## config.mk

```make
export PLATFORM = sky130hd
export DESIGN_NAME = decode_flat
export DESIGN_NICKNAME = d
export VERILOG_FILES = /design/src/source/procPkg.sv /design/src/source/pipeIfs.sv /design/src/source/decode.sv /design/src/flat_wrapper.sv
export SDC_FILE = /design/constraint.sdc
export NUM_CORES = 1
export LEC_CHECK = 0
export BUFFER_PORTS_ARGS = -buffer_cell sky130_fd_sc_hd__buf_2
export CORE_MARGIN = 5
export CORE_UTILIZATION = 32
export CTS_CLUSTER_SIZE = 8
export DETAILED_ROUTE_END_ITERATION = 10
export GPL_TIMING_DRIVEN = 0
export MAX_ROUTING_LAYER = met4
export SLEW_MARGIN = 20
export SYNTH_ARGS = -nofsm -noshare
export SYNTH_HDL_FRONTEND = slang
export SYNTH_SLANG_ARGS = --single-unit
```

## constraint.sdc

```tcl
create_clock -name clk -period 2.29 [get_ports clk]
set_input_delay 0.229 -clock clk [delete_from_list [all_inputs] [get_ports clk]]
set_output_delay 0.229 -clock clk [all_outputs]
set_load 0.01 [all_outputs]
```

## src/source/procPkg.sv

```systemverilog
package procPkg;

   // Datapath and storage sizes
   localparam int WORD_W     = 16;
   localparam int REG_IDX_W  = 3;
   localparam int REG_COUNT  = 2 ** REG_IDX_W;
   localparam int IMEM_WORDS = 256;
   localparam int DMEM_WORDS = 256;
   localparam int IMEM_AW    = $clog2(IMEM_WORDS);
   localparam int DMEM_AW    = $clog2(DMEM_WORDS);

   typedef logic [WORD_W-1:0]    word_t;
   typedef logic [REG_IDX_W-1:0] regIdx_t;

   localparam word_t RESET_PC = '0;

   // Instruction field positions
   localparam int OPC_MSB    = 15;
   localparam int OPC_LSB    = 11;
   localparam int RS_MSB     = 10;
   localparam int RS_LSB     = 8;
   localparam int RT_MSB     = 7;
   localparam int RT_LSB     = 5;
   localparam int RD_MSB     = 4;
   localparam int RD_LSB     = 2;
   localparam int IMM5_MSB   = 4;
   localparam int DISP8_MSB  = 7;
   localparam int DISP11_MSB = 10;

   // Opcodes in instruction bits 15 to 11
   // Any code not listed here is illegal
   typedef enum logic [4:0] {
      OP_NOP  = 5'h00,
      OP_HALT = 5'h01,
      OP_ADDI = 5'h02,
      OP_ADD  = 5'h03,
      OP_SUB  = 5'h04,
      OP_AND  = 5'h05,
      OP_XOR  = 5'h06,
      OP_LD   = 5'h07,
      OP_ST   = 5'h08,
      OP_BEQZ = 5'h09,
      OP_BNEZ = 5'h0A,
      OP_J    = 5'h0B
   } opcode_t;

   // ZEROTEST leaves the rs zero flag in bit 0
   typedef enum logic [2:0] {
      ALU_ADD      = 3'd0,
      ALU_SUB      = 3'd1,
      ALU_AND      = 3'd2,
      ALU_XOR      = 3'd3,
      ALU_PASSB    = 3'd4,
      ALU_ZEROTEST = 3'd5
   } aluOp_t;

endpackage

```

## src/source/pipeIfs.sv

```systemverilog
`timescale 1ns/1ps

// One decoded instruction on its way into execute
interface decExIf import procPkg::*; ();

   logic    valid;
   opcode_t opcode;
   aluOp_t  aluOp;
   word_t   rsData;
   word_t   rtData;
   word_t   immediate;
   word_t   pcPlusOne;
   regIdx_t dest;

   modport src (output valid, opcode, aluOp, rsData, rtData, immediate, pcPlusOne, dest);
   modport dst (input valid, opcode, aluOp, rsData, rtData, immediate, pcPlusOne, dest);

endinterface


```

## src/source/decode.sv

```systemverilog
`timescale 1ns/1ps

module decode import procPkg::*; (
   input  logic    clk,
   input  logic    reset,
   input  word_t   instr,
   input  word_t   pcPlusOne,
   input  logic    inValid,
   input  logic    flush,
   input  logic    wbEn,
   input  regIdx_t wbReg,
   input  word_t   wbData,
   input  regIdx_t exDest,
   input  logic    exWrites,
   output logic    stall,
   output logic    stopFetch,
   decExIf.src     toEx
);

   opcode_t opcode;
   regIdx_t rs;
   regIdx_t rt;
   regIdx_t rd;
   word_t   imm5;
   word_t   disp8;
   word_t   disp11;
   aluOp_t  aluOp;
   word_t   immediate;
   regIdx_t dest;
   logic    readsRs;
   logic    readsRt;
   logic    isStop;
   word_t   regs [REG_COUNT];
   word_t   rsData;
   word_t   rtData;
   regIdx_t memDest;
   logic    memWrites;
   logic    accept;
   logic    hazard;
   logic    stopped;

   assign opcode = opcode_t'(instr[OPC_MSB:OPC_LSB]);
   assign rs     = instr[RS_MSB:RS_LSB];
   assign rt     = instr[RT_MSB:RT_LSB];
   assign rd     = instr[RD_MSB:RD_LSB];
   assign imm5   = {{(WORD_W-IMM5_MSB-1){instr[IMM5_MSB]}}, instr[IMM5_MSB:0]};
   assign disp8  = {{(WORD_W-DISP8_MSB-1){instr[DISP8_MSB]}}, instr[DISP8_MSB:0]};
   assign disp11 = {{(WORD_W-DISP11_MSB-1){instr[DISP11_MSB]}}, instr[DISP11_MSB:0]};

   always_comb begin
      aluOp     = ALU_PASSB;
      immediate = '0;
      dest      = rt;
      readsRs   = 1'b0;
      readsRt   = 1'b0;
      isStop    = 1'b0;
      case (opcode)
         OP_NOP:  aluOp = ALU_PASSB;
         OP_HALT: isStop = 1'b1;
         OP_ADDI, OP_LD: begin
            aluOp     = ALU_ADD;
            immediate = imm5;
            readsRs   = 1'b1;
         end
         OP_ST: begin
            aluOp     = ALU_ADD;
            immediate = imm5;
            readsRs   = 1'b1;
            readsRt   = 1'b1;
         end
         OP_ADD, OP_SUB, OP_AND, OP_XOR: begin
            aluOp   = (opcode == OP_ADD) ? ALU_ADD :
                      (opcode == OP_SUB) ? ALU_SUB :
                      (opcode == OP_AND) ? ALU_AND : ALU_XOR;
            dest    = rd;
            readsRs = 1'b1;
            readsRt = 1'b1;
         end
         OP_BEQZ, OP_BNEZ: begin
            aluOp     = ALU_ZEROTEST;
            immediate = disp8;
            readsRs   = 1'b1;
         end
         OP_J:    immediate = disp11;
         // Illegal opcode stops the machine like HALT
         default: isStop = 1'b1;
      endcase
   end

   // Register file written from write-back
   always_ff @(posedge clk) begin
      if (reset) begin
         for (int i = 0; i < REG_COUNT; i++) begin
            regs[i] <= '0;
         end
      end else if (wbEn) begin
         regs[wbReg] <= wbData;
      end
   end

   // Write-through covers a producer that is in write-back this cycle
   assign rsData = (wbEn && wbReg == rs) ? wbData : regs[rs];
   assign rtData = (wbEn && wbReg == rt) ? wbData : regs[rt];

   // Execute never stalls, so last cycle's execute writer is in memory now
   always_ff @(posedge clk) begin
      if (reset) begin
         memWrites <= 1'b0;
      end else begin
         memWrites <= exWrites;
      end
      memDest <= exDest;
   end

   assign hazard = (readsRs && ((exWrites && exDest == rs) || (memWrites && memDest == rs))) ||
                   (readsRt && ((exWrites && exDest == rt) || (memWrites && memDest == rt)));

   assign accept    = inValid && !flush;
   assign stall     = accept && hazard;
   assign stopFetch = stopped || (accept && isStop);

   always_ff @(posedge clk) begin
      if (reset) begin
         stopped    <= 1'b0;
         toEx.valid <= 1'b0;
      end else begin
         stopped    <= stopped || (accept && isStop);
         toEx.valid <= accept && !hazard;
      end
   end

   // A raw illegal opcode travels on so execute can flag it
   always_ff @(posedge clk) begin
      toEx.opcode    <= opcode;
      toEx.aluOp     <= aluOp;
      toEx.rsData    <= rsData;
      toEx.rtData    <= rtData;
      toEx.immediate <= immediate;
      toEx.pcPlusOne <= pcPlusOne;
      toEx.dest      <= dest;
   end

endmodule

```

## src/flat_wrapper.sv

```systemverilog
// flat-port wrapper written by rule: the top's interface ports become plain ports
module decode_flat import procPkg::*;
  (clk, reset, instr, pcPlusOne, inValid, flush, wbEn, wbReg, wbData, exDest, exWrites, stall, stopFetch, toEx_valid, toEx_opcode, toEx_aluOp, toEx_rsData, toEx_rtData, toEx_immediate, toEx_pcPlusOne, toEx_dest);
  decExIf toEx_i ();
  input  logic clk;
  input  logic reset;
  input  word_t instr;
  input  word_t pcPlusOne;
  input  logic inValid;
  input  logic flush;
  input  logic wbEn;
  input  regIdx_t wbReg;
  input  word_t wbData;
  input  regIdx_t exDest;
  input  logic exWrites;
  output logic stall;
  output logic stopFetch;
  output wire logic [$bits(toEx_i.valid)-1:0] toEx_valid;
  output wire logic [$bits(toEx_i.opcode)-1:0] toEx_opcode;
  output wire logic [$bits(toEx_i.aluOp)-1:0] toEx_aluOp;
  output wire logic [$bits(toEx_i.rsData)-1:0] toEx_rsData;
  output wire logic [$bits(toEx_i.rtData)-1:0] toEx_rtData;
  output wire logic [$bits(toEx_i.immediate)-1:0] toEx_immediate;
  output wire logic [$bits(toEx_i.pcPlusOne)-1:0] toEx_pcPlusOne;
  output wire logic [$bits(toEx_i.dest)-1:0] toEx_dest;
  assign toEx_valid = toEx_i.valid;
  assign toEx_opcode = toEx_i.opcode;
  assign toEx_aluOp = toEx_i.aluOp;
  assign toEx_rsData = toEx_i.rsData;
  assign toEx_rtData = toEx_i.rtData;
  assign toEx_immediate = toEx_i.immediate;
  assign toEx_pcPlusOne = toEx_i.pcPlusOne;
  assign toEx_dest = toEx_i.dest;
  decode u_core (.clk(clk), .reset(reset), .instr(instr), .pcPlusOne(pcPlusOne), .inValid(inValid), .flush(flush), .wbEn(wbEn), .wbReg(wbReg), .wbData(wbData), .exDest(exDest), .exWrites(exWrites), .stall(stall), .stopFetch(stopFetch), .toEx(toEx_i));
endmodule
```

# After elaboration in Yosys (flattened, before gate mapping)
# Memory sizes are Yosys's and may differ from the RTL's.
# Index checks and enable logic that the tools add are counted.
totals:
  register_bits: 81
  mem_bits_rw: 128
  output_inout_bits: 78
  wordCells: 73
  n_memories: 1
op_classes:
  n_eq_ne: 16
  n_mux: 19
  n_reduce_logical: 26
memory_table:
  columns: ["name", "words", "word_bits", "rd", "rd_clocked_by_memory_dff", "wr", "line_no", "rtl"]
  rows:
  - ["u_core.regs", 8, 16, 2, 0, 8, "decode.sv:33", "word_t regs [REG_COUNT];"]
ops:
  columns: ["operator", "count"]
  rows:
  - ["$mux 16", 3]
  - ["$pmux 16 s3", 1]
  - ["$eq 5x3->1 const B", 4]
  - ["$eq 5x4->1 const B", 4]
  - ["$eq 3x3->1", 6]
  - ["$reduce_or 16->1", 1]
  - ["$logic_and 1x1->1", 12]
  - ["$mux 3", 4]
  - ["$reduce_or 11->1", 1]
  - ["$eq 5x2->1 const B", 2]
  - ["$mux 1", 10]
  - ["$pmux 3 s3", 1]
  - ["$reduce_or 9->1", 1]
  - ["$logic_not 5->1", 1]
  - ["$reduce_or 5->1", 1]
  - ["$logic_or 1x1->1", 4]
  - ["$reduce_or 4->1", 1]
  - ["$reduce_or 3->1", 1]
  - ["$logic_not 1->1", 2]
  - ["$reduce_or 2->1", 1]

# Logic depth before layout (Yosys ltp)
logic_depth:
  word_depth: 7
  depth_mapped: 7
  mapped_depth_nobuf: 4

# Least setup slack after synthesis
# Ideal clock, no wire load.
synth_timing:
  kind: "input port to flip-flop"
  startpoint: "in wbReg[0]"
  endpoint: "mem u_core.regs[2][0] (netlist name) (enable)"
  setup_ns: 0.411
  arrival_time_ns: 1.764
  path_slack_ns: 0.114
  cell_stages: 3
  cell_sequence: "buf_2 nand2b_1 o21ai_0"
synth_rtl:
  columns: ["element", "line_no", "rtl"]
  rows:
  - ["start: declaration", "flat_wrapper.sv:12", "input regIdx_t wbReg;"]
  - ["end: declaration", "decode.sv:33", null]

# Final worst setup path
layout_timing:
  startpoint: "in exDest[0]"
  endpoint: "out stall"
layout_between:
  elab_chain_len: 6
  word_cells_on_any_way: 10
  cone_classes: "2 x eq/ne; 8 x reduce/logical"
layout_rtl:
  columns: ["element", "line_no", "rtl"]
  rows:
  - ["start: declaration", "flat_wrapper.sv:14", "input regIdx_t exDest;"]
  - ["$eq 3x3->1, on equally long branches", "decode.sv:115, decode.sv:116", null]
  - ["$logic_and 1x1->1, on equally long branches", "decode.sv:115, decode.sv:116", null]
  - ["$logic_or 1x1->1, on equally long branches", "decode.sv:115, decode.sv:116", null]
  - ["$logic_and 1x1->1, on equally long branches", "decode.sv:115, decode.sv:116", null]
  - ["$logic_or 1x1->1 (*)", "decode.sv:115", "assign hazard = (readsRs && ((exWrites && exDest == rs) || (memWrites && memDest == rs))) ||"]
  - ["$logic_and 1x1->1 (*)", "decode.sv:119", "assign stall = accept && hazard;"]
  - ["end: declaration", "flat_wrapper.sv:16", "output logic stall;"]
# Every way passes the cells marked *; elsewhere a longest branch is shown, timed or not.

==> impl_metrics.ini <==
[grt]
grt_pass1_wl_um = 38200
track_usage_pct = 15.5
grt_pass1_vias = 6296
antenna_found_initial = 2
grt_max_degree = 17
grt_overflow = 0

[cells_and_area]
syn2layout_area_growth_pct = 25.2
n_fill_cell = 2725
fin_nets = 908
seqCellArea_um2 = 5370
final_common_cell = buf_2
layout-drive-gt1-share_pct = 28.4
fin_area_um2 = 11900
multi_input_area_um2 = 3740
layout_common_cells = 140 x buf_2, 134 x and2_1, 128 x edfxtp_1, 76 x dfxtp_1, 44 x nor2_1

[synth]
yosys_warnings = 0
synth-adder-area-share_pct = 0
synth_top_family_by_area = multiplexers
syn-num-nets = 710
synth_compound_area_share_pct = 3.50
synth_edf_count = 128
muxShareOfSynthArea_pct = 20.5
synth_top_flop_cell = edfxtp_1
ys_seq_area_share_pct = 56.6
syn_avg_cell_area_um2 = 14.6
syn_area_um2 = 9470
synth-simple-area-share_pct = 13.3
synth-xor-area-share_pct = 1.85
async_flop_share_pct = 0
postSynthCellCount = 650
ys_seq_elements = 204
synthDistinctLibCells = 48

[floorplan]
num_rows = 63
die_x_um = 182
initial_core_util_pct = 32.2
core_um2 = 29400
dieHeight_um = 182
die_area_um2 = 33100
io_pins = 138

[sta]
fin_crit_ps = 2050
hold_viol_final = 0
skew_ps = 16.9
relSlewSlack_pct = 50.4
finalCritPeriodShare_pct = 89.4
rsz0062_at_grt = no
fmax_ghz = 0.488
final_max_slew_viol_count = 0
whs_ps = 34.1
setup-violations-final = 0
worst_pin_slew_ps = 744

[cts]
htreeDepth = 1
clock_latency_ps = 540
tritoncts = done
clock_tree.buffer_depth = 3
clockRootBuffer = clkbuf_16
cts_made_buffers = 29
cts_setup_buffers = 0
cts_resized = 0
clkSinkCount = 204
clkSlewWorstSetupHoldPaths_ps = 50

[detailed_routing]
dr.pass1.iters = 5
finalWirelength_um = 25400
vias = 6072
antenna_left = 0
drt_iter0_drc = 362
wl_per_cell_um = 20.1
drc_errors = 0
viasPerCell = 4.81

[worst_setup_path]
startpoint_type = primary input
worstPathArrival_ps = 1820
crit_type = in2out
crit_required_ps = 2060
crit_fanout = 3
crit_path_end_kind = output pin

[placed_design]
place.detailed.hpwl_um = 17000
portBuffers = 130
place_area_um2 = 10700
place.gp.congestion = 0.802

[worst_hold_path]
hp-class = in2reg

[power]
peakVddDrop_mv = 0.515
p_total_mw = 9.34
cellPowerDensity_nw_per_um2 = 788
p_leak_nw = 4.71

[status]
status = complete, no violations

[run]
maxCapViolations = 0
-- per-stage QoR --
stage	TNS (ps)	std cells	setup WS [ps]	util (%)
6_report	0	1262	242	40.3
4_1_cts	0	1259	233	40.3
3_5_place_dp	-2770	1175	-82.8	36.4
5_1_grt	0	1261	114	40.3
3_3_place_gp	-115150	1170	-1310	36.1
2_1_floorplan	0	650	114	-
-- synthesized netlist by cell type (2+ instances only) --
cell type  count  area (µm²)
clkbuf_8       7        96.3
buf_6          6        67.6
mux2i_1       32         320
inv_1          2        7.51
buf_2         10        50.1
nand3b_1       2        15.0
nand2_1       11        41.3
and2_1       134         838
nand4_1        4        25.0
nor2b_1        2        12.5
buf_4         10        75.1
and4_1         2        17.5
a21oi_1       38         190
edfxtp_1     128        3840
a21boi_0       2        15.0
a31oi_1        4        25.0
mux4_4         2        50.1
clkbuf_1       9        33.8
or2_2          2        12.5
o21ai_0       10        50.1
nand2b_1       5        31.3
buf_8          3        45.0
dfxtp_1       76        1520
nor2_1        44         165
mux4_1        38         998
xnor2_1       19         166
nor3_2         2        20.0
mux2_2         3        33.8
mux4_2        24         541
-- sequential cells by signal (all words and copies together) (netlist names) --
register and count:
u_core.toEx.rsData 16, u_core.stopped 1, u_core.toEx.rtData 16, u_core.memDest 3
u_core.toEx.opcode 5, u_core.toEx.dest 3, u_core.toEx.aluOp 3, u_core.toEx.valid 1
u_core.toEx.immediate 11, u_core.memWrites 1, u_core.regs 128, u_core.toEx.pcPlusOne 16
-- cell families (layout without fill, tap and decap cells) --
group,count (synthesis),in the layout
AOI/OAI and AO/OA,60,60
xor gates and xnor gates,20,20
buffers and inverters,49,268
DFF,204,204
muxes,99,99
other,0,3
and+or+nand+nor,218,218
-- worst max-delay path: stages --
cell and delay [ps]:
dlygate4sd3_1 560, buf_2 150, xnor2_1 140, nand4_1 110
a211o_1 290, a21oi_1 180, buf_2 160
-- power breakdown --
| part | switching [mW] | internal [mW] |
|---|---|---|
| clock network | 1.55 | 2.38 |
| registers | 0.0932 | 4.19 |
| logic | 0.585 | 0.546 |
-- per-layer routing --
layer	vias up	wire length [µm]	global-route usage, %
met2	197	13000	27.1
met4	0	591	3.90
li1	2837	-	-
met1	2993	10200	18.3
met3	45	1590	3.07
met5	-	0	-
-- layout make-up --
| class | instances | share of cell area [%] |
|---|---|---|
| sequential | 204 | 45.2 |
| multi-input combinational | 397 | 31.5 |
| inverter | 3 | 0.0949 |
| tap | 390 | 4.11 |
| antenna | 3 | 0.0633 |
| buffer | 46 | 3.27 |
| clock inverter | 1 | 0.0738 |
| clock buffer | 51 | 6.90 |
| timing repair buffer | 167 | 8.72 |
-- final timing paths --
kind                                                        from                        endpoint  slack (ps)  depth (start not counted)
worst max-delay path                                   exDest[0]                           stall         240                          7
worst min-delay path                                   wbData[8]   u_core.toEx.rtData[8]$_DFF_P_          30                          3
worst max register to register  u_core.regs[7][15]$_SDFFCE_PN0P_  u_core.toEx.rsData[15]$_DFF_P_         890                          3
worst min register to register         u_core.stopped$_SDFF_PP0_       u_core.stopped$_SDFF_PP0_         460                          2
-- what timing repair did --
action / in CTS / in global routing
endpoints found under the setup margin: 0 / 0
hold endpoints to repair: 36 / 0
hold buffers: 32 / 0
(Power assumes the default switching activity.)
