### src/verif/program.hex
// One 16-bit instruction word per line, in hex, starting at address 0
// Opcode in bits 15:11, rs 10:8, rt 7:5, rd 4:2, imm5 4:0, disp8 7:0, disp11 10:0
1025  // 00 ADDI r1, r0, 5
105D  // 01 ADDI r2, r0, -3
194C  // 02 ADD  r3, r1, r2
2170  // 03 SUB  r4, r1, r3
2994  // 04 AND  r5, r1, r4
3238  // 05 XOR  r6, r2, r1
41C4  // 06 ST   r6, 4(r1)
38E9  // 07 LD   r7, 9(r0)
4620  // 08 ST   r1, 0(r6)
3A7B  // 09 LD   r3, -5(r2)
4D02  // 10 BEQZ r5, +2 (not taken)
5502  // 11 BNEZ r5, +2 (taken)
1087  // 12 ADDI r4, r0, 7 (skipped)
F800  // 13 illegal opcode (skipped)
4802  // 14 BEQZ r0, +2 (taken)
10E1  // 15 ADDI r7, r0, 1 (skipped)
0800  // 16 HALT (skipped)
5802  // 17 J +2
10C2  // 18 ADDI r6, r0, 2 (skipped)
10C3  // 19 ADDI r6, r0, 3 (skipped)
1B9C  // 20 ADD  r7, r3, r4
0800  // 21 HALT
1029  // 22 ADDI r1, r0, 9 (never runs)
### src/source/procPkg.sv
package procPkg;

   // Datapath and storage sizes
   localparam int WORD_W     = 16;
   localparam int REG_IDX_W  = 3;
   localparam int REG_COUNT  = 2 ** REG_IDX_W;
   localparam int IMEM_WORDS = 256;
   localparam int DMEM_WORDS = 256;
   localparam int IMEM_AW    = $clog2(IMEM_WORDS);
   localparam int DMEM_AW    = $clog2(DMEM_WORDS);

   typedef logic [WORD_W-1:0]    word_t;
   typedef logic [REG_IDX_W-1:0] regIdx_t;

   localparam word_t RESET_PC = '0;

   // Instruction field positions
   localparam int OPC_MSB    = 15;
   localparam int OPC_LSB    = 11;
   localparam int RS_MSB     = 10;
   localparam int RS_LSB     = 8;
   localparam int RT_MSB     = 7;
   localparam int RT_LSB     = 5;
   localparam int RD_MSB     = 4;
   localparam int RD_LSB     = 2;
   localparam int IMM5_MSB   = 4;
   localparam int DISP8_MSB  = 7;
   localparam int DISP11_MSB = 10;

   // Opcodes in instruction bits 15 to 11
   // Any code not listed here is illegal
   typedef enum logic [4:0] {
      OP_NOP  = 5'h00,
      OP_HALT = 5'h01,
      OP_ADDI = 5'h02,
      OP_ADD  = 5'h03,
      OP_SUB  = 5'h04,
      OP_AND  = 5'h05,
      OP_XOR  = 5'h06,
      OP_LD   = 5'h07,
      OP_ST   = 5'h08,
      OP_BEQZ = 5'h09,
      OP_BNEZ = 5'h0A,
      OP_J    = 5'h0B
   } opcode_t;

   // ZEROTEST leaves the rs zero flag in bit 0
   typedef enum logic [2:0] {
      ALU_ADD      = 3'd0,
      ALU_SUB      = 3'd1,
      ALU_AND      = 3'd2,
      ALU_XOR      = 3'd3,
      ALU_PASSB    = 3'd4,
      ALU_ZEROTEST = 3'd5
   } aluOp_t;

endpackage

### src/source/fetch.sv
`timescale 1ns/1ps

module fetch import procPkg::*; (
   input  logic  clk,
   input  logic  reset,
   input  logic  stall,
   input  logic  stopFetch,
   input  logic  redirect,
   input  word_t target,
   output word_t instr,
   output word_t pcPlusOne,
   output logic  valid
);

   word_t pc;
   word_t rom [IMEM_WORDS];
   word_t romData;

   // Words past the end of the program read as NOP
   initial begin
      for (int i = 0; i < IMEM_WORDS; i++) begin
         rom[i] = '0;
      end
      $readmemh("/design/src/verif/program.hex", rom);
   end

   assign romData = rom[pc[IMEM_AW-1:0]];

   // Redirect wins over stop and stall since the branch is older than anything in decode
   always_ff @(posedge clk) begin
      if (reset) begin
         pc    <= RESET_PC;
         valid <= 1'b0;
      end else if (redirect) begin
         pc    <= target;
         valid <= 1'b0;
      end else if (stopFetch) begin
         valid <= 1'b0;
      end else if (!stall) begin
         pc    <= pc + 1'b1;
         valid <= 1'b1;
      end
   end

   // Held while decode is stalled
   always_ff @(posedge clk) begin
      if (!stall) begin
         instr     <= romData;
         pcPlusOne <= pc + 1'b1;
      end
   end

endmodule

### config.mk
export PLATFORM = sky130hd
export DESIGN_NAME = fetch
export DESIGN_NICKNAME = d
export VERILOG_FILES = /design/src/source/procPkg.sv /design/src/source/fetch.sv
export SDC_FILE = /design/constraint.sdc
export NUM_CORES = 1
export LEC_CHECK = 0
export ABC_AREA = 1
export BUFFER_PORTS_ARGS = -buffer_cell sky130_fd_sc_hd__buf_2
export CELL_PAD_IN_SITES_DETAIL_PLACEMENT = 1
export CELL_PAD_IN_SITES_GLOBAL_PLACEMENT = 2
export CORE_MARGIN = 5
export CORE_UTILIZATION = 31
export CTS_CLUSTER_SIZE = 20
export DETAILED_ROUTE_END_ITERATION = 8
export PLACE_DENSITY_LB_ADDON = 0.1
export SLEW_MARGIN = 20
export SYNTH_ARGS = -nofsm -noshare
export SYNTH_HDL_FRONTEND = slang
export SYNTH_SLANG_ARGS = --single-unit
### constraint.sdc
create_clock -name clk -period 4.3 [get_ports clk]
set_input_delay 0.86 -clock clk [delete_from_list [all_inputs] [get_ports clk]]
set_output_delay 0.86 -clock clk [all_outputs]
set_load 0.05 [all_outputs]
* After elaboration in Yosys (flattened, before gate mapping)
Index checks and enable logic that the tools add are counted.
** Word-level totals
- Bits in registers :: 49
- Output and inout port bits :: 33
- Bits of input ports :: 21
- Logic and storage cells :: 12
** Operators by class
- Add/sub/neg operators :: 1
- Reduce and logical (&&, ||, !) cells :: 2
- Muxes and demuxes :: 3
- Equality and inequality tests :: 2
** Operator list (count)
- 2-to-1 mux 16 bit :: 3
- adder 16 x 1 -> 16 bit, second input constant :: 1
- inequality test 2 x 1 -> 1 bit, second input constant :: 2
- OR reduction 3 bit :: 1
- AND reduction 2 bit :: 1

* Logic depth before layout (Yosys ltp)
Gate-level depths: netlist (run 1).
- Word-level depth :: 4
- Gate-level depth with buffers :: 9
- Mapped depth without buffers :: 9

* Least setup slack after synthesis (run 1)
No wires, ideal clock.
- Path type :: input -> register
- Start point :: input stopFetch
- End point :: register pc[14]
- Cell stages on the path :: 6
- Arrival time :: 1.595 ns
- Path buffers :: 1
- Setup slack :: 2.575 ns
- Required time :: 4.170 ns
- Library setup time :: 0.130 ns
- Cell sequence :: or2_1 > nand2_1 > buf_2 > o21ai_0 > a21oi_2 > nor2_1
** Between the ends
- Word-level cells in the longest chain between the ends :: 2
** RTL lines
- start: declaration :: RTL line fetch.sv:7 : input logic stopFetch,
- inequality test 2 x 1 -> 1 bit (no source line)
- AND reduction 2 bit (no source line)
- end signal: assignment :: RTL line fetch.sv:35 : pc <= target;
- end signal: assignment :: RTL line fetch.sv:40 : pc <= pc + 1'b1;
- end: declaration :: RTL line fetch.sv:15 : word_t pc;
Every way passes these cells.
A chain may end at the register's enable or synchronous reset.

* Worst setup path in the final report (run 1)
- Start point :: input redirect
- End point :: register pc[6]
** Between the ends
- Word-level cells in the longest chain between the ends :: 2
- Elaborated cells on any way between the ends :: 4
- Those cells by class :: eq/ne: 2; mux: 1; reduce/logical: 1
** RTL lines
- start: declaration :: RTL line fetch.sv:8 : input logic redirect,
- inequality test 2 x 1 -> 1 bit (no source line)
- AND reduction 2 bit (no source line)
Parallel ways exist; a longest one is shown, timed or not.

==> results of run 1 <==
final cells by class:
type	count	share of cell area (%)
flip-flops and latches	33	40.4
multi-input cells	149	37.3
repair buffers	37	9.12
inverters	23	4.25
clock buffers	6	4.07
clock inverters	2	0.431
well taps	72	4.44
flip-flops by register name (all words and copies together), names as in the netlist:
signal,flops
valid,1
pc,16
pcPlusOne,16
through the flow:
| stage | setup WS, ns | power (uW) | cells | utilization, % | area [sq um] |
|---|---|---|---|---|---|
| 2_1_floorplan | 2.58 | 489 | 227 | - | 1810 |
| 3_3_place_gp | 2.03 | 509 | 314 | 35.2 | 1940 |
| 3_5_place_dp | 2.00 | 510 | 314 | 35.2 | 1940 |
| 4_1_cts | 2.30 | 755 | 322 | 36.9 | 2030 |
| 5_1_grt | 2.10 | 781 | 322 | 36.9 | 2030 |
| 6_report | 2.35 | 740 | 322 | 36.9 | 2030 |
cells in the mapped netlist, drive strengths merged (2+ instances only):
cell	number	share of area, %
inv	22	4.7
buf	21	8.3
nand2	60	14
nor2	19	5.6
and2	3	1.1
nand3	9	3.1
edfxtp	16	27
nand4	3	1.1
dfxtp	17	19
a31oi	3	1.1
o21ai	12	3.6
xor2	5	2.9
xnor2	2	1.0
a21oi	12	4.3
cells by family (layout without fill, tap and decap cells):
group / Yosys count / in the layout
DFF: 33 / 33
AOI/OAI and AO/OA: 29 / 29
and+or+nand+nor: 96 / 96
buffers and inverters: 45 / 68
adders and majority gates: 1 / 1
other: 1 / 16
xor gates and xnor gates: 7 / 7
worst min-delay path by stage:
stage,from,slack [ns],endpoint,cells after the start
floorplan,pc[0],0.49,pc[0],2
global placement,valid,0.48,valid,2
detailed placement,valid,0.48,valid,2
CTS,valid,0.50,valid,2
global route,valid,0.54,valid,2
finish,valid,0.50,valid,2
layer usage:
layer | part of all wire, % | vias to the layer above | wire [um]
met2 | 45 | 44 | 1920
li1 | - | 722 | -
met5 | 0 | - | 0
met3 | 5.5 | 5 | 234
met4 | 1.4 | 0 | 61
met1 | 48 | 639 | 2040
power breakdown:
group,switching [uW],internal (uW),total [uW],leakage [uW]
clock,113,127,240,0.0000486
combinational,108,29.5,137,0.000494
sequential,12.3,351,363,0.000302
critical path, stage by stage:
cell                      delay (ns)
sky130_fd_sc_hd__buf_2          0.35
sky130_fd_sc_hd__inv_1          0.10
sky130_fd_sc_hd__nand2_1        0.33
sky130_fd_sc_hd__inv_1          0.20
sky130_fd_sc_hd__nand2_1        0.10
sky130_fd_sc_hd__nand2_1        0.05
sky130_fd_sc_hd__inv_1          0.06
sky130_fd_sc_hd__a21oi_2        0.05
==> metrics list, run 1 <==
* Number of antenna violations at the first check in global routing: 0
- Die Width: approximately 85 um
- Post-cts repair resize count: 0
* Destination of the worst register-to-register timing path: pcPlusOne[10]
- Detailed routing inserted a total of around 1400 vias.
- Mux share of post-synthesis cell area: 0%
* Remaining antenna violation count: 0
* Critical Path Source: redirect
- Compared with the post-synthesis result, the final layout area differs by 15.5%.
- Post-CTS setup repair buffer count: 0
- Count of warnings emitted by yosys: 0
* # fillers: between 600 and 700
- Counting flops and latches in the post-synthesis netlist gives 33.
- Hold/Removal Path Class: reg2reg
- Post-synthesis share of cell area spent on xor and xnor gates: under 10%
* Critical Path Fanout Max: 19
- Max-cap viol count: 0
- Maximum number of pins on one net before global-route repair: 20
- After detailed routing, the number of remaining DRC violations is 0.
- Start of the worst register-to-register path: pc[1]
- Leaving out fill and tap cells, the most frequent cell in the layout is sky130_fd_sc_hd__nand2_1.
* Setup repair after global routing missed its margin: no
* Met2 usage in global routing: slightly above 20%
- Leakage: around 0.00084 uW
- In the synthesized netlist the dominant register cell turns out to be sky130_fd_sc_hd__dfxtp_1.
- Summing all flip-flop and latch instances after layout gives roughly 820 sq um.
- The routed design has 4250 um of wire.
- Clock-pin slew was measured on the worst setup and hold paths at 0.07 ns.
- Summing the areas of all fa, ha and maj instances in the mapped netlist gives 0.712% of the synthesized area.
- Synth Area in Compound Gates: 9.89%
* Commonest non-fill, non-tap cells in the layout: sky130_fd_sc_hd__nand2_1, sky130_fd_sc_hd__buf_2, sky130_fd_sc_hd__inv_1
* TritonRoute pass-1 iters: 4
- For this run, the register share of the synthesized area comes to 46.7%.
- Average footprint of a synthesized cell: 8.29 sq um
- For this run, asynchronously set or reset flops after synthesis account for 0%.
- The first global-routing pass estimated between 7000 and 8000 um of wire.
* Kind of end point of the critical path: flop
- For this run, the total global-route usage over all layers was measured as a little over an eighth.
* Standard-cell row count: 27
- Area of the core: between 5000 and 6000 sq um
- At the end of routability-driven placement, the weighted congestion stood at just under 0.8.
- Basic-gate share of the synthesized area counting and, or, nand and nor cells: 25.1%
- In the final layout, the multi-input gates occupy around 760 sq um.
- Worst reg2reg path depth: 7
- Global routing used between 15 and 20% of the available met1 tracks.
- Share of post-route cells with drive strength above 1: 26.0%
- In this run the count of I/O pins placed on the die edge is 54.
- # H-tree levels: 2
* Data arrival time at the worst-slack endpoint: around 2.1 ns
- Summing every instance area after synthesis gives roughly 1800 sq um.
- The critical path is of the in2reg type.
* Number of hold violations in the final report: 0
- Grt peak-use layer: met2
* Number of design-rule violations left by the first detailed-router iteration: 53
- At the worst endpoint, the required time is approximately 4.5 ns.
- Clk Tree Root Cell: sky130_fd_sc_hd__clkbuf_8
* Post-synthesis cell type count: 33
- At the end of the flow, the number of nets in the layout was between 200 and 300.
* Max Transition Viols Final: 0
* Average wire per standard cell: 13.2 um
* Worst Skew: between 0.005 and 0.006 ns
- For met3 alone, demand over resource in global routing was under 10%.
- Area of the die: between 7000 and 8000 sq um
* Total number of clock tree sinks: 33
- Register-to-register path setup slack: 2.77 ns
- The tightest hold path in the finished design has a slack of approximately 0.5 ns.
* Transition time at the pin with the least slew margin: 0.726 ns
- Post-DR vias/cell: between 4 and 5
* Via count of the first global-routing pass: ~1500
* Max frequency: between 0.5 and 0.6 GHz
- Placed wire-length estimate after detailed placement: between 3000 and 4000 um
- The repair_antennas step left the layout with diodes totalling 0.
* Type of element launching the critical path: input port
* Max_slew headroom: between 50% and 60%
* Clock network latency to the later pin of the worst-skew pair: around 0.28 ns
* CTS buffer count: 5
- Total of buffers placed on input and output ports: 37
* CTS tree: built
* Overall overflow remaining after global route: 0
* Hold buffer count at CTS: 0
- Dominant combinational cell family by area after synthesis: simple AND/OR/NAND/NOR gates
* Floorplan die height: 85.3 um
* CP endpoint: pc[6]
- Setup violations remaining at the end of the flow were counted as 0.
- Power spread over the standard cell area amounts to 365 nW/um^2.
* Clock tree buffer depth: 2
- Ratio of final minimum period to clock period: 45.3%
- The initial utilization of the core area, before any placement, comes to between 30% and 40%.
- The flow ran to the end, and the final reports show no timing, DRC or antenna violations.
- For the finished layout, the period the worst path requires is between 1.5 and 2 ns.
- TNS Setup: 0 ns
* Maximum resistive drop on vdd: roughly 0.14 mV
- After technology mapping, the gate count stands at approximately 210.
- Number of enable flip-flop cells after synthesis: 16
No activity file was read; power rests on OpenSTA's default activity.
==> run 2, diff against run 1 <==
- CORE_UTILIZATION: 31 -> 29
- clock period: 4.3 -> 1.9 ns (I/O delays scaled with it)
==> run 2 against run 1 <==
Non-clock buffer count is 5 higher. Wire length increased by 2.1%. Utilization shrank 1.9 points. Setup slack got worse by 2.0 ns.
==> metrics list, run 2 (synthesis results as in run 1) <==
- Layout Nets: roughly 280
- Setup repair after global routing left no endpoint under its margin.
- TritonRoute pass-1 iters: 4
- In the final layout, the share of cells above drive strength 1 is 27.5%.
- Number of vias in the routed layout: about 1500
- The library cell used most frequently in the layout, excluding fill and tap cells, is sky130_fd_sc_hd__nand2_1.
- Max-cap viol count: 0
* Hold/Removal Path Class: in2reg
- Via count of the first global-routing pass: approximately 1500
- Die Width: approximately 88 um
- Post-CTS setup repair buffer count: 0
- Ratio of total power to cell area: around 820 nW/um^2
- Routability-driven placement finished with a final weighted congestion of 0.764.
- After the first detailed-routing iteration, the DRC count stood at 36.
* Regs by FF count: pcPlusOne (16), pc (16), valid (1)
- Compared with the post-synthesis result, the final layout area differs by 17.9%.
* Maximum resistive drop on vdd: between 0.2 and 0.25 mV
- Clock-pin slew reported for the worst setup and hold paths after clock tree synthesis: ~0.070 ns
- Area of the core: between 5000 and 6000 sq um
* Critical setup path kind: reg2reg
- GRT Resource Usage Total: 12.4%
- Data arrival time at the worst-slack endpoint: approximately 1.6 ns
- For this design, the sink count on the clock tree is 33.
- Number of antenna violations at the first check in global routing: 0
* Outcome: finished, final reports clean
* Total of buffers placed on input and output ports: 37
- TritonCTS built the clock tree.
- Across the routed clock network, the largest skew measured is approximately 0.0056 ns.
- Global-route wire length before repair: 7330 um
- Before CTS, the worst setup slack after placement is 0.375 ns.
- Routed wire length: roughly 4300 um
* Critical Path RT: between 1.5 and 2 ns
- Critical Path Fanout Max: 4
* DRC viols: 0
- N_diodes: 0
- Once routing completed, OpenROAD measured the worst setup slack at 0.380 ns.
- CTS buffer count: 5
- # H-tree levels: 2
- The initialized floorplan defines 28 standard-cell rows.
* Overall overflow remaining after global route: 0
- Number of hold violations in the final report: 0
- The library cells used most frequently in the layout, excluding fill and tap cells, are sky130_fd_sc_hd__nand2_1, sky130_fd_sc_hd__buf_2, sky130_fd_sc_hd__inv_1.
* Remaining antenna violation count: 0
* Area of the die: 7720 sq um
- Counting I/O delays and the setup requirement, the final critical path takes between 1.5 and 2 ns.
- Placed wire-length estimate after detailed placement: 3330 um
- In the final timing run, aggregate negative setup slack is 0 ns.
- Finish-stage setup viols: 0
- Clk Tree Root Cell: sky130_fd_sc_hd__clkbuf_8
- Clock network latency to the later pin of the worst-skew pair: about 0.28 ns
- After clock tree synthesis, the flow added hold-fix buffers numbering 0.
- Floorplan die height: around 88 um
* Maximum number of pins on one net before global-route repair: 18
- After clock tree synthesis, the repair step resized 0 gates.
* Io pins: 54
- Max Transition Viols Final: 0
- STA classifies the critical path startpoint as a flop.
- For this run, the top clock speed supported by timing is ~0.66 GHz.
* Clock tree buffer depth: 2
- Dividing the detail-routed wire length by the instance count gives between 10 and 15 um.
- In this run the static leakage power is about 0.00087 uW.
* Ratio of final minimum period to clock period: approximately four fifths
- After detailed routing, the number of vias per cell comes to 4.42.
* Starting density of the core: 29.7%
- STA classifies the critical path endpoint as a flop.
run 2: metal layers:
metal | share of wire (%) | track usage, % | up-vias
met1 | 45 | 15.5 | 679
met4 | 1.0 | 5.02 | 0
li1 | - | - | 731
met5 | 0 | 0 | -
met3 | 5.3 | 2.82 | 6
met2 | 49 | 20.6 | 44
run 2: worst max-delay path, stage by stage, from the launching register on:
cell                      delay [ns]
sky130_fd_sc_hd__dfxtp_1        0.39
sky130_fd_sc_hd__ha_1           0.23
sky130_fd_sc_hd__nand3_2        0.15
sky130_fd_sc_hd__inv_2          0.11
sky130_fd_sc_hd__nand2_2        0.08
sky130_fd_sc_hd__nor2_1         0.09
sky130_fd_sc_hd__nand2_1        0.06
sky130_fd_sc_hd__and2_1         0.15
run 2: final cells by class:
class / count / area, sq um
fill: 738 / 3850
sequential: 33 / 821
multi-input combinational: 149 / 757
timing repair buffer: 42 / 223
tap: 75 / 93.8
inverter: 23 / 86.3
clock buffer: 6 / 82.6
clock inverter: 2 / 8.76
run 2: worst paths after layout:
check / startpoint / to / slack (ns) / cells past startpoint
min reg2reg: valid / valid / 0.49 / 2
max reg2reg: pc[1] / pcPlusOne[10] / 0.38 / 7
min: stopFetch / valid / 0.26 / 2
max: pc[1] / pcPlusOne[10] / 0.38 / 7
run 2: stage by stage:
stage / hold WS (ns) / instances / utilization (%) / total power (uW) / area, sq um
after floorplan: 0.459 / 227 / - / 1110 / 1810
after global placement: 0.486 / 322 / 33.5 / 1160 / 1980
after detailed placement: 0.492 / 322 / 33.5 / 1160 / 1980
after CTS: 0.253 / 330 / 35.0 / 1720 / 2070
after global routing: 0.271 / 330 / 35.0 / 1790 / 2070
final: 0.261 / 330 / 35.0 / 1690 / 2070
run 2: power breakdown:
group          internal (uW)  switching [uW]  total, uW
clock                    287             261        549
combinational           74.3             247        322
sequential               794            28.8        822
