[src/source/procPkg.sv]
package procPkg;

   // Datapath and storage sizes
   localparam int WORD_W     = 16;
   localparam int REG_IDX_W  = 3;
   localparam int REG_COUNT  = 2 ** REG_IDX_W;
   localparam int IMEM_WORDS = 256;
   localparam int DMEM_WORDS = 256;
   localparam int IMEM_AW    = $clog2(IMEM_WORDS);
   localparam int DMEM_AW    = $clog2(DMEM_WORDS);

   typedef logic [WORD_W-1:0]    word_t;
   typedef logic [REG_IDX_W-1:0] regIdx_t;

   localparam word_t RESET_PC = '0;

   // Instruction field positions
   localparam int OPC_MSB    = 15;
   localparam int OPC_LSB    = 11;
   localparam int RS_MSB     = 10;
   localparam int RS_LSB     = 8;
   localparam int RT_MSB     = 7;
   localparam int RT_LSB     = 5;
   localparam int RD_MSB     = 4;
   localparam int RD_LSB     = 2;
   localparam int IMM5_MSB   = 4;
   localparam int DISP8_MSB  = 7;
   localparam int DISP11_MSB = 10;

   // Opcodes in instruction bits 15 to 11
   // Any code not listed here is illegal
   typedef enum logic [4:0] {
      OP_NOP  = 5'h00,
      OP_HALT = 5'h01,
      OP_ADDI = 5'h02,
      OP_ADD  = 5'h03,
      OP_SUB  = 5'h04,
      OP_AND  = 5'h05,
      OP_XOR  = 5'h06,
      OP_LD   = 5'h07,
      OP_ST   = 5'h08,
      OP_BEQZ = 5'h09,
      OP_BNEZ = 5'h0A,
      OP_J    = 5'h0B
   } opcode_t;

   // ZEROTEST leaves the rs zero flag in bit 0
   typedef enum logic [2:0] {
      ALU_ADD      = 3'd0,
      ALU_SUB      = 3'd1,
      ALU_AND      = 3'd2,
      ALU_XOR      = 3'd3,
      ALU_PASSB    = 3'd4,
      ALU_ZEROTEST = 3'd5
   } aluOp_t;

endpackage

[src/source/pipeIfs.sv]
`timescale 1ns/1ps

// One decoded instruction on its way into execute
interface decExIf import procPkg::*; ();

   logic    valid;
   opcode_t opcode;
   aluOp_t  aluOp;
   word_t   rsData;
   word_t   rtData;
   word_t   immediate;
   word_t   pcPlusOne;
   regIdx_t dest;

   modport src (output valid, opcode, aluOp, rsData, rtData, immediate, pcPlusOne, dest);
   modport dst (input valid, opcode, aluOp, rsData, rtData, immediate, pcPlusOne, dest);

endinterface

// ALU result and memory controls on their way into the memory stage
interface exMemIf import procPkg::*; ();

   logic    valid;
   word_t   result;
   word_t   storeData;
   regIdx_t dest;
   logic    regWrite;
   logic    memRead;
   logic    memWrite;

   modport src (output valid, result, storeData, dest, regWrite, memRead, memWrite);
   modport dst (input valid, result, storeData, dest, regWrite, memRead, memWrite);

endinterface

[src/source/execute.sv]
`timescale 1ns/1ps

module execute import procPkg::*; (
   input  logic    clk,
   input  logic    reset,
   decExIf.dst     fromDec,
   exMemIf.src     toMem,
   output logic    redirect,
   output word_t   target,
   output regIdx_t exDest,
   output logic    exWrites,
   output logic    haltOut,
   output logic    errOut
);

   word_t operandB;
   word_t aluResult;
   logic  useImm;
   logic  regWrite;
   logic  memRead;
   logic  memWrite;
   logic  isHalt;
   logic  isIllegal;
   logic  taken;

   always_comb begin
      useImm    = 1'b0;
      regWrite  = 1'b0;
      memRead   = 1'b0;
      memWrite  = 1'b0;
      isHalt    = 1'b0;
      isIllegal = 1'b0;
      case (fromDec.opcode)
         OP_ADDI: begin
            useImm   = 1'b1;
            regWrite = 1'b1;
         end
         OP_ADD, OP_SUB, OP_AND, OP_XOR: regWrite = 1'b1;
         OP_LD: begin
            useImm   = 1'b1;
            regWrite = 1'b1;
            memRead  = 1'b1;
         end
         OP_ST: begin
            useImm   = 1'b1;
            memWrite = 1'b1;
         end
         OP_HALT: isHalt = 1'b1;
         OP_NOP, OP_BEQZ, OP_BNEZ, OP_J: useImm = 1'b0;
         default: isIllegal = 1'b1;
      endcase
   end

   assign operandB = useImm ? fromDec.immediate : fromDec.rtData;

   always_comb begin
      case (fromDec.aluOp)
         ALU_ADD:      aluResult = fromDec.rsData + operandB;
         ALU_SUB:      aluResult = fromDec.rsData - operandB;
         ALU_AND:      aluResult = fromDec.rsData & operandB;
         ALU_XOR:      aluResult = fromDec.rsData ^ operandB;
         ALU_PASSB:    aluResult = operandB;
         ALU_ZEROTEST: aluResult = {{(WORD_W-1){1'b0}}, fromDec.rsData == '0};
         default:      aluResult = '0;
      endcase
   end

   // Branch on the zero flag from the ALU
   always_comb begin
      case (fromDec.opcode)
         OP_BEQZ: taken = aluResult[0];
         OP_BNEZ: taken = !aluResult[0];
         OP_J:    taken = 1'b1;
         default: taken = 1'b0;
      endcase
   end

   assign redirect = fromDec.valid && taken;
   assign target   = fromDec.pcPlusOne + fromDec.immediate;
   assign exDest   = fromDec.dest;
   assign exWrites = fromDec.valid && regWrite;

   always_ff @(posedge clk) begin
      if (reset) begin
         toMem.valid    <= 1'b0;
         toMem.regWrite <= 1'b0;
         toMem.memRead  <= 1'b0;
         toMem.memWrite <= 1'b0;
         haltOut        <= 1'b0;
         errOut         <= 1'b0;
      end else begin
         toMem.valid    <= fromDec.valid;
         toMem.regWrite <= fromDec.valid && regWrite;
         toMem.memRead  <= fromDec.valid && memRead;
         toMem.memWrite <= fromDec.valid && memWrite;
         haltOut        <= fromDec.valid && (isHalt || isIllegal);
         errOut         <= fromDec.valid && isIllegal;
      end
   end

   always_ff @(posedge clk) begin
      toMem.result    <= aluResult;
      toMem.storeData <= fromDec.rtData;
      toMem.dest      <= fromDec.dest;
   end

endmodule

[src/flat_wrapper.sv]
// flat-port wrapper written by rule: the top's interface ports become plain ports
module execute_flat import procPkg::*;
  (clk, reset, redirect, target, exDest, exWrites, haltOut, errOut, fromDec_valid, fromDec_opcode, fromDec_aluOp, fromDec_rsData, fromDec_rtData, fromDec_immediate, fromDec_pcPlusOne, fromDec_dest, toMem_valid, toMem_result, toMem_storeData, toMem_dest, toMem_regWrite, toMem_memRead, toMem_memWrite);
  decExIf fromDec_i ();
  exMemIf toMem_i ();
  input  logic clk;
  input  logic reset;
  output logic redirect;
  output word_t target;
  output regIdx_t exDest;
  output logic exWrites;
  output logic haltOut;
  output logic errOut;
  input wire logic [$bits(fromDec_i.valid)-1:0] fromDec_valid;
  input wire logic [$bits(fromDec_i.opcode)-1:0] fromDec_opcode;
  input wire logic [$bits(fromDec_i.aluOp)-1:0] fromDec_aluOp;
  input wire logic [$bits(fromDec_i.rsData)-1:0] fromDec_rsData;
  input wire logic [$bits(fromDec_i.rtData)-1:0] fromDec_rtData;
  input wire logic [$bits(fromDec_i.immediate)-1:0] fromDec_immediate;
  input wire logic [$bits(fromDec_i.pcPlusOne)-1:0] fromDec_pcPlusOne;
  input wire logic [$bits(fromDec_i.dest)-1:0] fromDec_dest;
  output wire logic [$bits(toMem_i.valid)-1:0] toMem_valid;
  output wire logic [$bits(toMem_i.result)-1:0] toMem_result;
  output wire logic [$bits(toMem_i.storeData)-1:0] toMem_storeData;
  output wire logic [$bits(toMem_i.dest)-1:0] toMem_dest;
  output wire logic [$bits(toMem_i.regWrite)-1:0] toMem_regWrite;
  output wire logic [$bits(toMem_i.memRead)-1:0] toMem_memRead;
  output wire logic [$bits(toMem_i.memWrite)-1:0] toMem_memWrite;
  assign fromDec_i.valid = fromDec_valid;
  assign fromDec_i.opcode = fromDec_opcode;
  assign fromDec_i.aluOp = fromDec_aluOp;
  assign fromDec_i.rsData = fromDec_rsData;
  assign fromDec_i.rtData = fromDec_rtData;
  assign fromDec_i.immediate = fromDec_immediate;
  assign fromDec_i.pcPlusOne = fromDec_pcPlusOne;
  assign fromDec_i.dest = fromDec_dest;
  assign toMem_valid = toMem_i.valid;
  assign toMem_result = toMem_i.result;
  assign toMem_storeData = toMem_i.storeData;
  assign toMem_dest = toMem_i.dest;
  assign toMem_regWrite = toMem_i.regWrite;
  assign toMem_memRead = toMem_i.memRead;
  assign toMem_memWrite = toMem_i.memWrite;
  execute u_core (.clk(clk), .reset(reset), .fromDec(fromDec_i), .toMem(toMem_i), .redirect(redirect), .target(target), .exDest(exDest), .exWrites(exWrites), .haltOut(haltOut), .errOut(errOut));
endmodule
[config.mk]
export PLATFORM = sky130hd
export DESIGN_NAME = execute_flat
export DESIGN_NICKNAME = d
export VERILOG_FILES = /design/src/source/procPkg.sv /design/src/source/pipeIfs.sv /design/src/source/execute.sv /design/src/flat_wrapper.sv
export SDC_FILE = /design/constraint.sdc
export NUM_CORES = 1
export LEC_CHECK = 0
export ABC_CLOCK_PERIOD_IN_PS = 4900
export CORE_AREA = 10 10 90 100
export CTS_CLUSTER_SIZE = 40
export DETAILED_ROUTE_END_ITERATION = 7
export DIE_AREA = 0 0 100 110
export DONT_BUFFER_PORTS = 1
export GPL_TIMING_DRIVEN = 0
export PLACE_DENSITY = 0.7
export SLEW_MARGIN = 40
export SYNTH_ARGS = -nofsm -noshare
export SYNTH_HDL_FRONTEND = slang
export SYNTH_SLANG_ARGS = --single-unit
export TNS_END_PERCENT = 50
[constraint.sdc]
create_clock -name clk -period 4.9 [get_ports clk]
set_clock_uncertainty 0.15 [all_clocks]
set_input_delay 0.49 -clock clk [delete_from_list [all_inputs] [get_ports clk]]
set_output_delay 0.49 -clock clk [all_outputs]
set_load 0.005 [all_outputs]
---- After elaboration in Yosys (flattened, before gate mapping) ----
Cells that the tools add are included.
storage, ports and cells
  register bits after elaboration ......... 41
  bits in latches ......................... 0
  memory bits (writable) .................. 0
  ROM bits ................................ 0
  bits of input ports ..................... 78
  word-level logic and storage cells ...... 53
  memories ................................ 0
cells by class
  add/sub/neg operators ................... 3
  multipliers ............................. 0
  divide/modulo/power cells ............... 0
  order comparisons ....................... 0
  equality and inequality tests ........... 16
  shifts and indexed selects .............. 0
  muxes and demuxes ....................... 9
  bitwise operators ....................... 2
  reductions and logical operators ........ 14
operator list
  kind                number
  $pmux 16 s6         1
  $add 16x16->16      2
  $eq 5x3->1 const B  4
  $eq 5x4->1 const B  4
  $and 16x16->16      1
  $logic_not 16->1    1
  $mux 16             1
  $sub 16x16->16      1
  $xor 16x16->16      1
  $reduce_or 12->1    1
  $eq 5x2->1 const B  2
  $eq 3x2->1 const B  2
  $eq 3x3->1 const B  2
  $logic_and 1x1->1   6
  $mux 1              6
  $reduce_or 6->1     1
  $eq 5x1->1 const B  1
  $logic_not 5->1     1
  $eq 3x1->1 const B  1
  $logic_not 3->1     1
  $pmux 1 s3          1
  $reduce_or 3->1     1
  $logic_not 1->1     1
  $logic_or 1x1->1    1

---- Longest topological paths before layout ----
  word-level depth ........................ 9
  depth in mapped cells ................... 20
  gate-level depth less buffers ........... 18

---- Least setup slack after synthesis ----
No wires, ideal clock.
  kind .................................... input to register
  start ................................... input port fromDec_opcode[3]
  end ..................................... register u_core.toMem.result[14]
  data arrival time ....................... 3.962 ns
  setup slack ............................. 0.672 ns
  stages on the path ...................... 20
  path through ............................ buf_4 > xnor2_1 > o32a_1 > nor2_4 > buf_8 > buf_4 > mux2i_1 > ha_1 > and3_1 > nand2_1 > o21ai_0 > xnor2_1 > ha_1 > a21o_1 > a21oi_1 > o21ai_0 > a21oi_1 > nor2b_1 > o41a_1 > a31o_2
on the way
  longest elaborated chain between the ends .. 6
RTL lines
  element                                       RTL line            RTL
  start: declaration                            flat_wrapper.sv:15  input wire logic [$bits(fromDec_i.opcode)-1:0] fromDec_opcode;
  $eq 5x2->1, or another cell as far along      execute.sv:33       case (fromDec.opcode)
  $reduce_or 3->1 (no line) (*)                 n/a
  $mux 1 (*)                                    execute.sv:33
  $mux 16 (*)                                   execute.sv:54       assign operandB = useImm ? fromDec.immediate : fromDec.rtData;
  $sub 16x16->16, or another cell as far along  execute.sv:59       ALU_SUB: aluResult = fromDec.rsData - operandB;
  $pmux 16 s6 (*)                               execute.sv:57       case (fromDec.aluOp)
  net u_core.aluResult[14]                      execute.sv:17       word_t aluResult;
  end signal: assignment                        execute.sv:102      toMem.result <= aluResult;
  end: declaration                              pipeIfs.sv:31       modport src (output valid, result, storeData, dest, regWrite, memRead, memWrite);
Mark *: on every way through the listed nets, which the timed path passes. The rest lies on a longest branch.
A chain may end at the register's enable or synchronous reset.

---- Worst setup path after layout ----
  start ................................... input port fromDec_opcode[3]
  end ..................................... register u_core.toMem.result[15]
The elaborated chain is that of the path after synthesis.

==> flow_results.org <==
** Status
- Outcome :: finished, final reports clean

** Yosys
- For this run, the leading register cell type out of synthesis is dfxtp_1.
- In this run, synthesis inferred 0 flip-flops with an integrated enable.
- Synthesized Nets :: between 500 and 600
- The netlist uses 53 different library cells.
- Synthesized instance count :: around 440
- Syn Area/Cell :: 8.41 sq um
- Part of the Yosys area used for sequential elements :: 22.1%
- Yosys warning total :: 0
- Area share of the leading cell type in the synthesized netlist :: 22.1%
- Register bit total from synthesis :: 41
- In the post-synthesis netlist, the biggest area contributors are dfxtp_1 (22%), ha_1 (16%), mux2i_1 (7.6%).
- Library cell with the largest summed area after synthesis :: dfxtp_1
- The cell area that synthesis handed to floorplanning was between 0.003 and 0.004 sq mm.
- Of all flip-flops after synthesis, the portion carrying an async set or reset was 0%.

** STA
- Final period utilization :: 91.9%
- Setup-failing EPs final :: 0
- Hold Vio Cnt, Final :: 0
- The number of pins exceeding their max-slew limit in the final report was 0.
- Worst-case headroom to the max-slew limit :: 46.8%
- Minimum clock period after layout :: 4.50 ns
- Max Clock Freq :: 222 MHz
- Setup repair after global routing left no endpoint under its margin.
- Post-Route Setup TNS :: 0 ns
- At the pin with the least slew margin, the transition time is 0.798 ns.

** Floorplanning
- The die covers 0.0110 sq mm.
- Height of the chip :: 110 um
- I/O pins :: 140
- Initial Util :: a little over half
- The floorplan step set the die width to 100 um.
- After floorplanning, the core was divided into 32 placement rows.
- Total core area :: 0.00693 sq mm

** Drt
- In the final routed layout, each cell accounts on average for approximately 20 um.
- Routed wire length :: 10700 um
- The detailed router finished its first iteration with between 150 and 200 violations.
- After detailed routing, the number of remaining DRC violations is 0.
- Met1 Wirelength :: 4200 um
- The pre-antenna-repair detailed-routing pass consisted of 4 iterations.
- The detailed router placed 3230 vias in this run.
- Number of nets with antenna violations after routing :: 0
- Met2 routed WL :: 5310 um
- The highest layer touched by signal routing is met4.
- Routed wire length on met3 :: 1040 um
- Average via count per standard cell :: 6.05

** Power and ir drop
- Pwr per Cell Area :: 269 mW/mm^2
- Lkg Pwr :: 0.00165 uW
- Worst-case vdd ir drop :: 0.000136 V

** Setup path
- CP peak stage delay :: 0.40 ns
- The worst setup path is of the in2reg kind.
- On the critical path, the stage with the largest delay is an instance of mux2i_1.
- Critical path required time :: 4.95 ns
- STA puts the critical path data arrival time at between 4 and 5 ns.
- Maximum fanout along the worst path :: 10
- The critical path goes through buf_4, xnor2_1, o32a_1, nor2_4, buf_8, buf_4, mux2i_1, ha_1, a21oi_1, ha_1, nor2b_1, o2111a_1, nor3_1, o21a_1, o21ai_0, o21ai_0, xnor2_1, a221o_1.
- CP startpoint kind :: input pin
- Crit end category :: flop

** Layout
- Most frequent standard cell in the layout excluding fill and tap cells :: ha_1
- Proportion of layout cells with a drive suffix above 1 :: around 6.5%
- The top cell types in the final layout, fill and taps aside, are ha_1 (47), dfxtp_1 (41), nor2_1 (38), xnor2_1 (30).
- The number of antenna diodes in the final layout is 0.
- Relative to the synthesized area, the layout overhead comes to 5.90%.
- Final standard cell area without fillers :: between 0.003 and 0.004 sq mm
- Number of inserted filler cells in the final layout :: approximately 640
- The net count of the finished layout is roughly 580.

** Clock tree
- CTS tree :: done
- The tree built by TritonCTS fans out to 41 sinks.
- Resized cells post-CTS :: 0
- Clock root buffer :: clkbuf_8
- Hold Buf Count CTS :: 0
- Setup Fix Bufs, Post-CTS :: 0
- In this run the number of H-tree levels came out at 2.
- No sink is reached through more buffers than the 2 on the longest clock path.
- Clock-pin slew of the registers on the worst-case setup and hold paths :: 0.09 ns
- The number of clock buffers added by TritonCTS is 5.

** GRT
- Final global-route overflow total :: 0
- The number of global-route vias before repair was 3217.
- Global-route wire length before repair :: 16500 um
- The number of antenna violations at the first check in global routing is 0.
- Entering global routing, the biggest net connects 15 pins.
- In the global route stage, overall resource usage came out at 18.5%.

** Placement
- Final weighted congestion of routability-driven global placement :: 0.912
- Area after DPL :: about 0.0038 sq mm
- The wire-length estimate of the detail-placed layout is just over 9000 um.
- Number of buffers inserted by port buffering :: 0

** Worst hold path
- Class of the tightest hold or removal check :: in2reg

** Run
- Max capacitance violation total :: 0
[critical path: cells and delay by family]
kind | cells | cell delay, ns
AO/OA/AOI/OAI | 7 | 1.62
XOR/XNOR | 2 | 0.24
adder cells (fa/ha/maj) | 2 | 0.60
buffers and inverters | 3 | 0.51
multiplexers | 1 | 0.40
AND/OR/NAND/NOR | 3 | 0.68
[Yosys cell counts, drive strengths merged, types with 2 or more instances]
cell type / count
a221o: 4
or3: 5
a31oi: 4
inv: 26
mux2i: 28
o221ai: 4
nor4b: 3
o21bai: 4
nor2: 39
clkbuf: 8
or3b: 2
and2: 2
nand4: 5
nand2b: 11
or4: 5
buf: 7
a21oi: 28
nor2b: 6
o21a: 6
o211ai: 3
o31ai: 3
nor3: 12
xnor2: 30
and3: 2
fa: 2
nand2: 24
nor4: 7
nand3b: 2
nand3: 2
mux2: 9
o22ai: 8
o21ai: 26
ha: 47
dfxtp: 41
xor2: 10
a21o: 4
[metal layers]
layer | vias to the layer above | global-route usage (%)
met3 | 11 | 5.98
met4 | 0 | 4.85
li1 | 1620 | -
met2 | 105 | 33.3
met5 | - | 0
met1 | 1494 | 20.5
[cell families after synthesis]
kind of cell | Yosys count | share of synthesized area [%]
xor gates and xnor gates | 40 | 9.45
adders and majority gates | 49 | 16.9
and+or+nand+nor | 130 | 18.2
buffers and inverters | 41 | 5.06
DFF | 41 | 22.1
AOI/OAI and AO/OA | 103 | 17.9
muxes | 37 | 10.4
[layout make-up]
cell class,count,area (sq um),share of cell area (%)
Inverter,26,97.6,2.48
Multi-Input combinational cell,359,2700,68.7
Clock inverter,3,43.8,1.12
Sequential cell,41,821,20.9
Tap cell,85,106,2.71
Clock buffer,5,68.8,1.75
Buffer,15,90.1,2.29
[final timing paths]
| path | startpoint | end | slack, ns | cells after the start |
|---|---|---|---|---|
| min | fromDec_rtData[6] | u_core.toMem.storeData[6] | 0.06 | 0 |
| max | fromDec_opcode[3] | u_core.toMem.result[15] | 0.40 | 18 |
[state kept, by name, indices dropped and copies added, names as in the netlist]
| signal | count |
|---|---|
| u_core.errOut | 1 |
| u_core.toMem.regWrite | 1 |
| u_core.toMem.dest | 3 |
| u_core.toMem.memWrite | 1 |
| u_core.toMem.memRead | 1 |
| u_core.toMem.result | 16 |
| u_core.toMem.valid | 1 |
| u_core.toMem.storeData | 16 |
| u_core.haltOut | 1 |
[power by group]
group | total [uW] | switching, uW | internal, uW | leakage [uW]
combinational | 395 | 217 | 179 | 0.00125
clock | 279 | 126 | 153 | 0.0000585
sequential | 383 | 18.8 | 364 | 0.000343
total | 1060 | 362 | 696 | 0.00165
[per-stage QoR]
stage / cells / util (%) / total power, uW / hold slack [ns] / setup slack (ns)
floorplan: 441 / - / 706 / 0.368 / 0.672
finish: 534 / 56.7 / 1060 / 0.0554 / 0.395
global route: 534 / 56.7 / 1130 / 0.0452 / 0.0123
detailed placement: 526 / 55.1 / 784 / 0.368 / 0.0493
global placement: 526 / 55.1 / 775 / 0.368 / 0.115
CTS: 534 / 56.7 / 1060 / 0.0525 / 0.354
(Power assumes the default switching activity.)
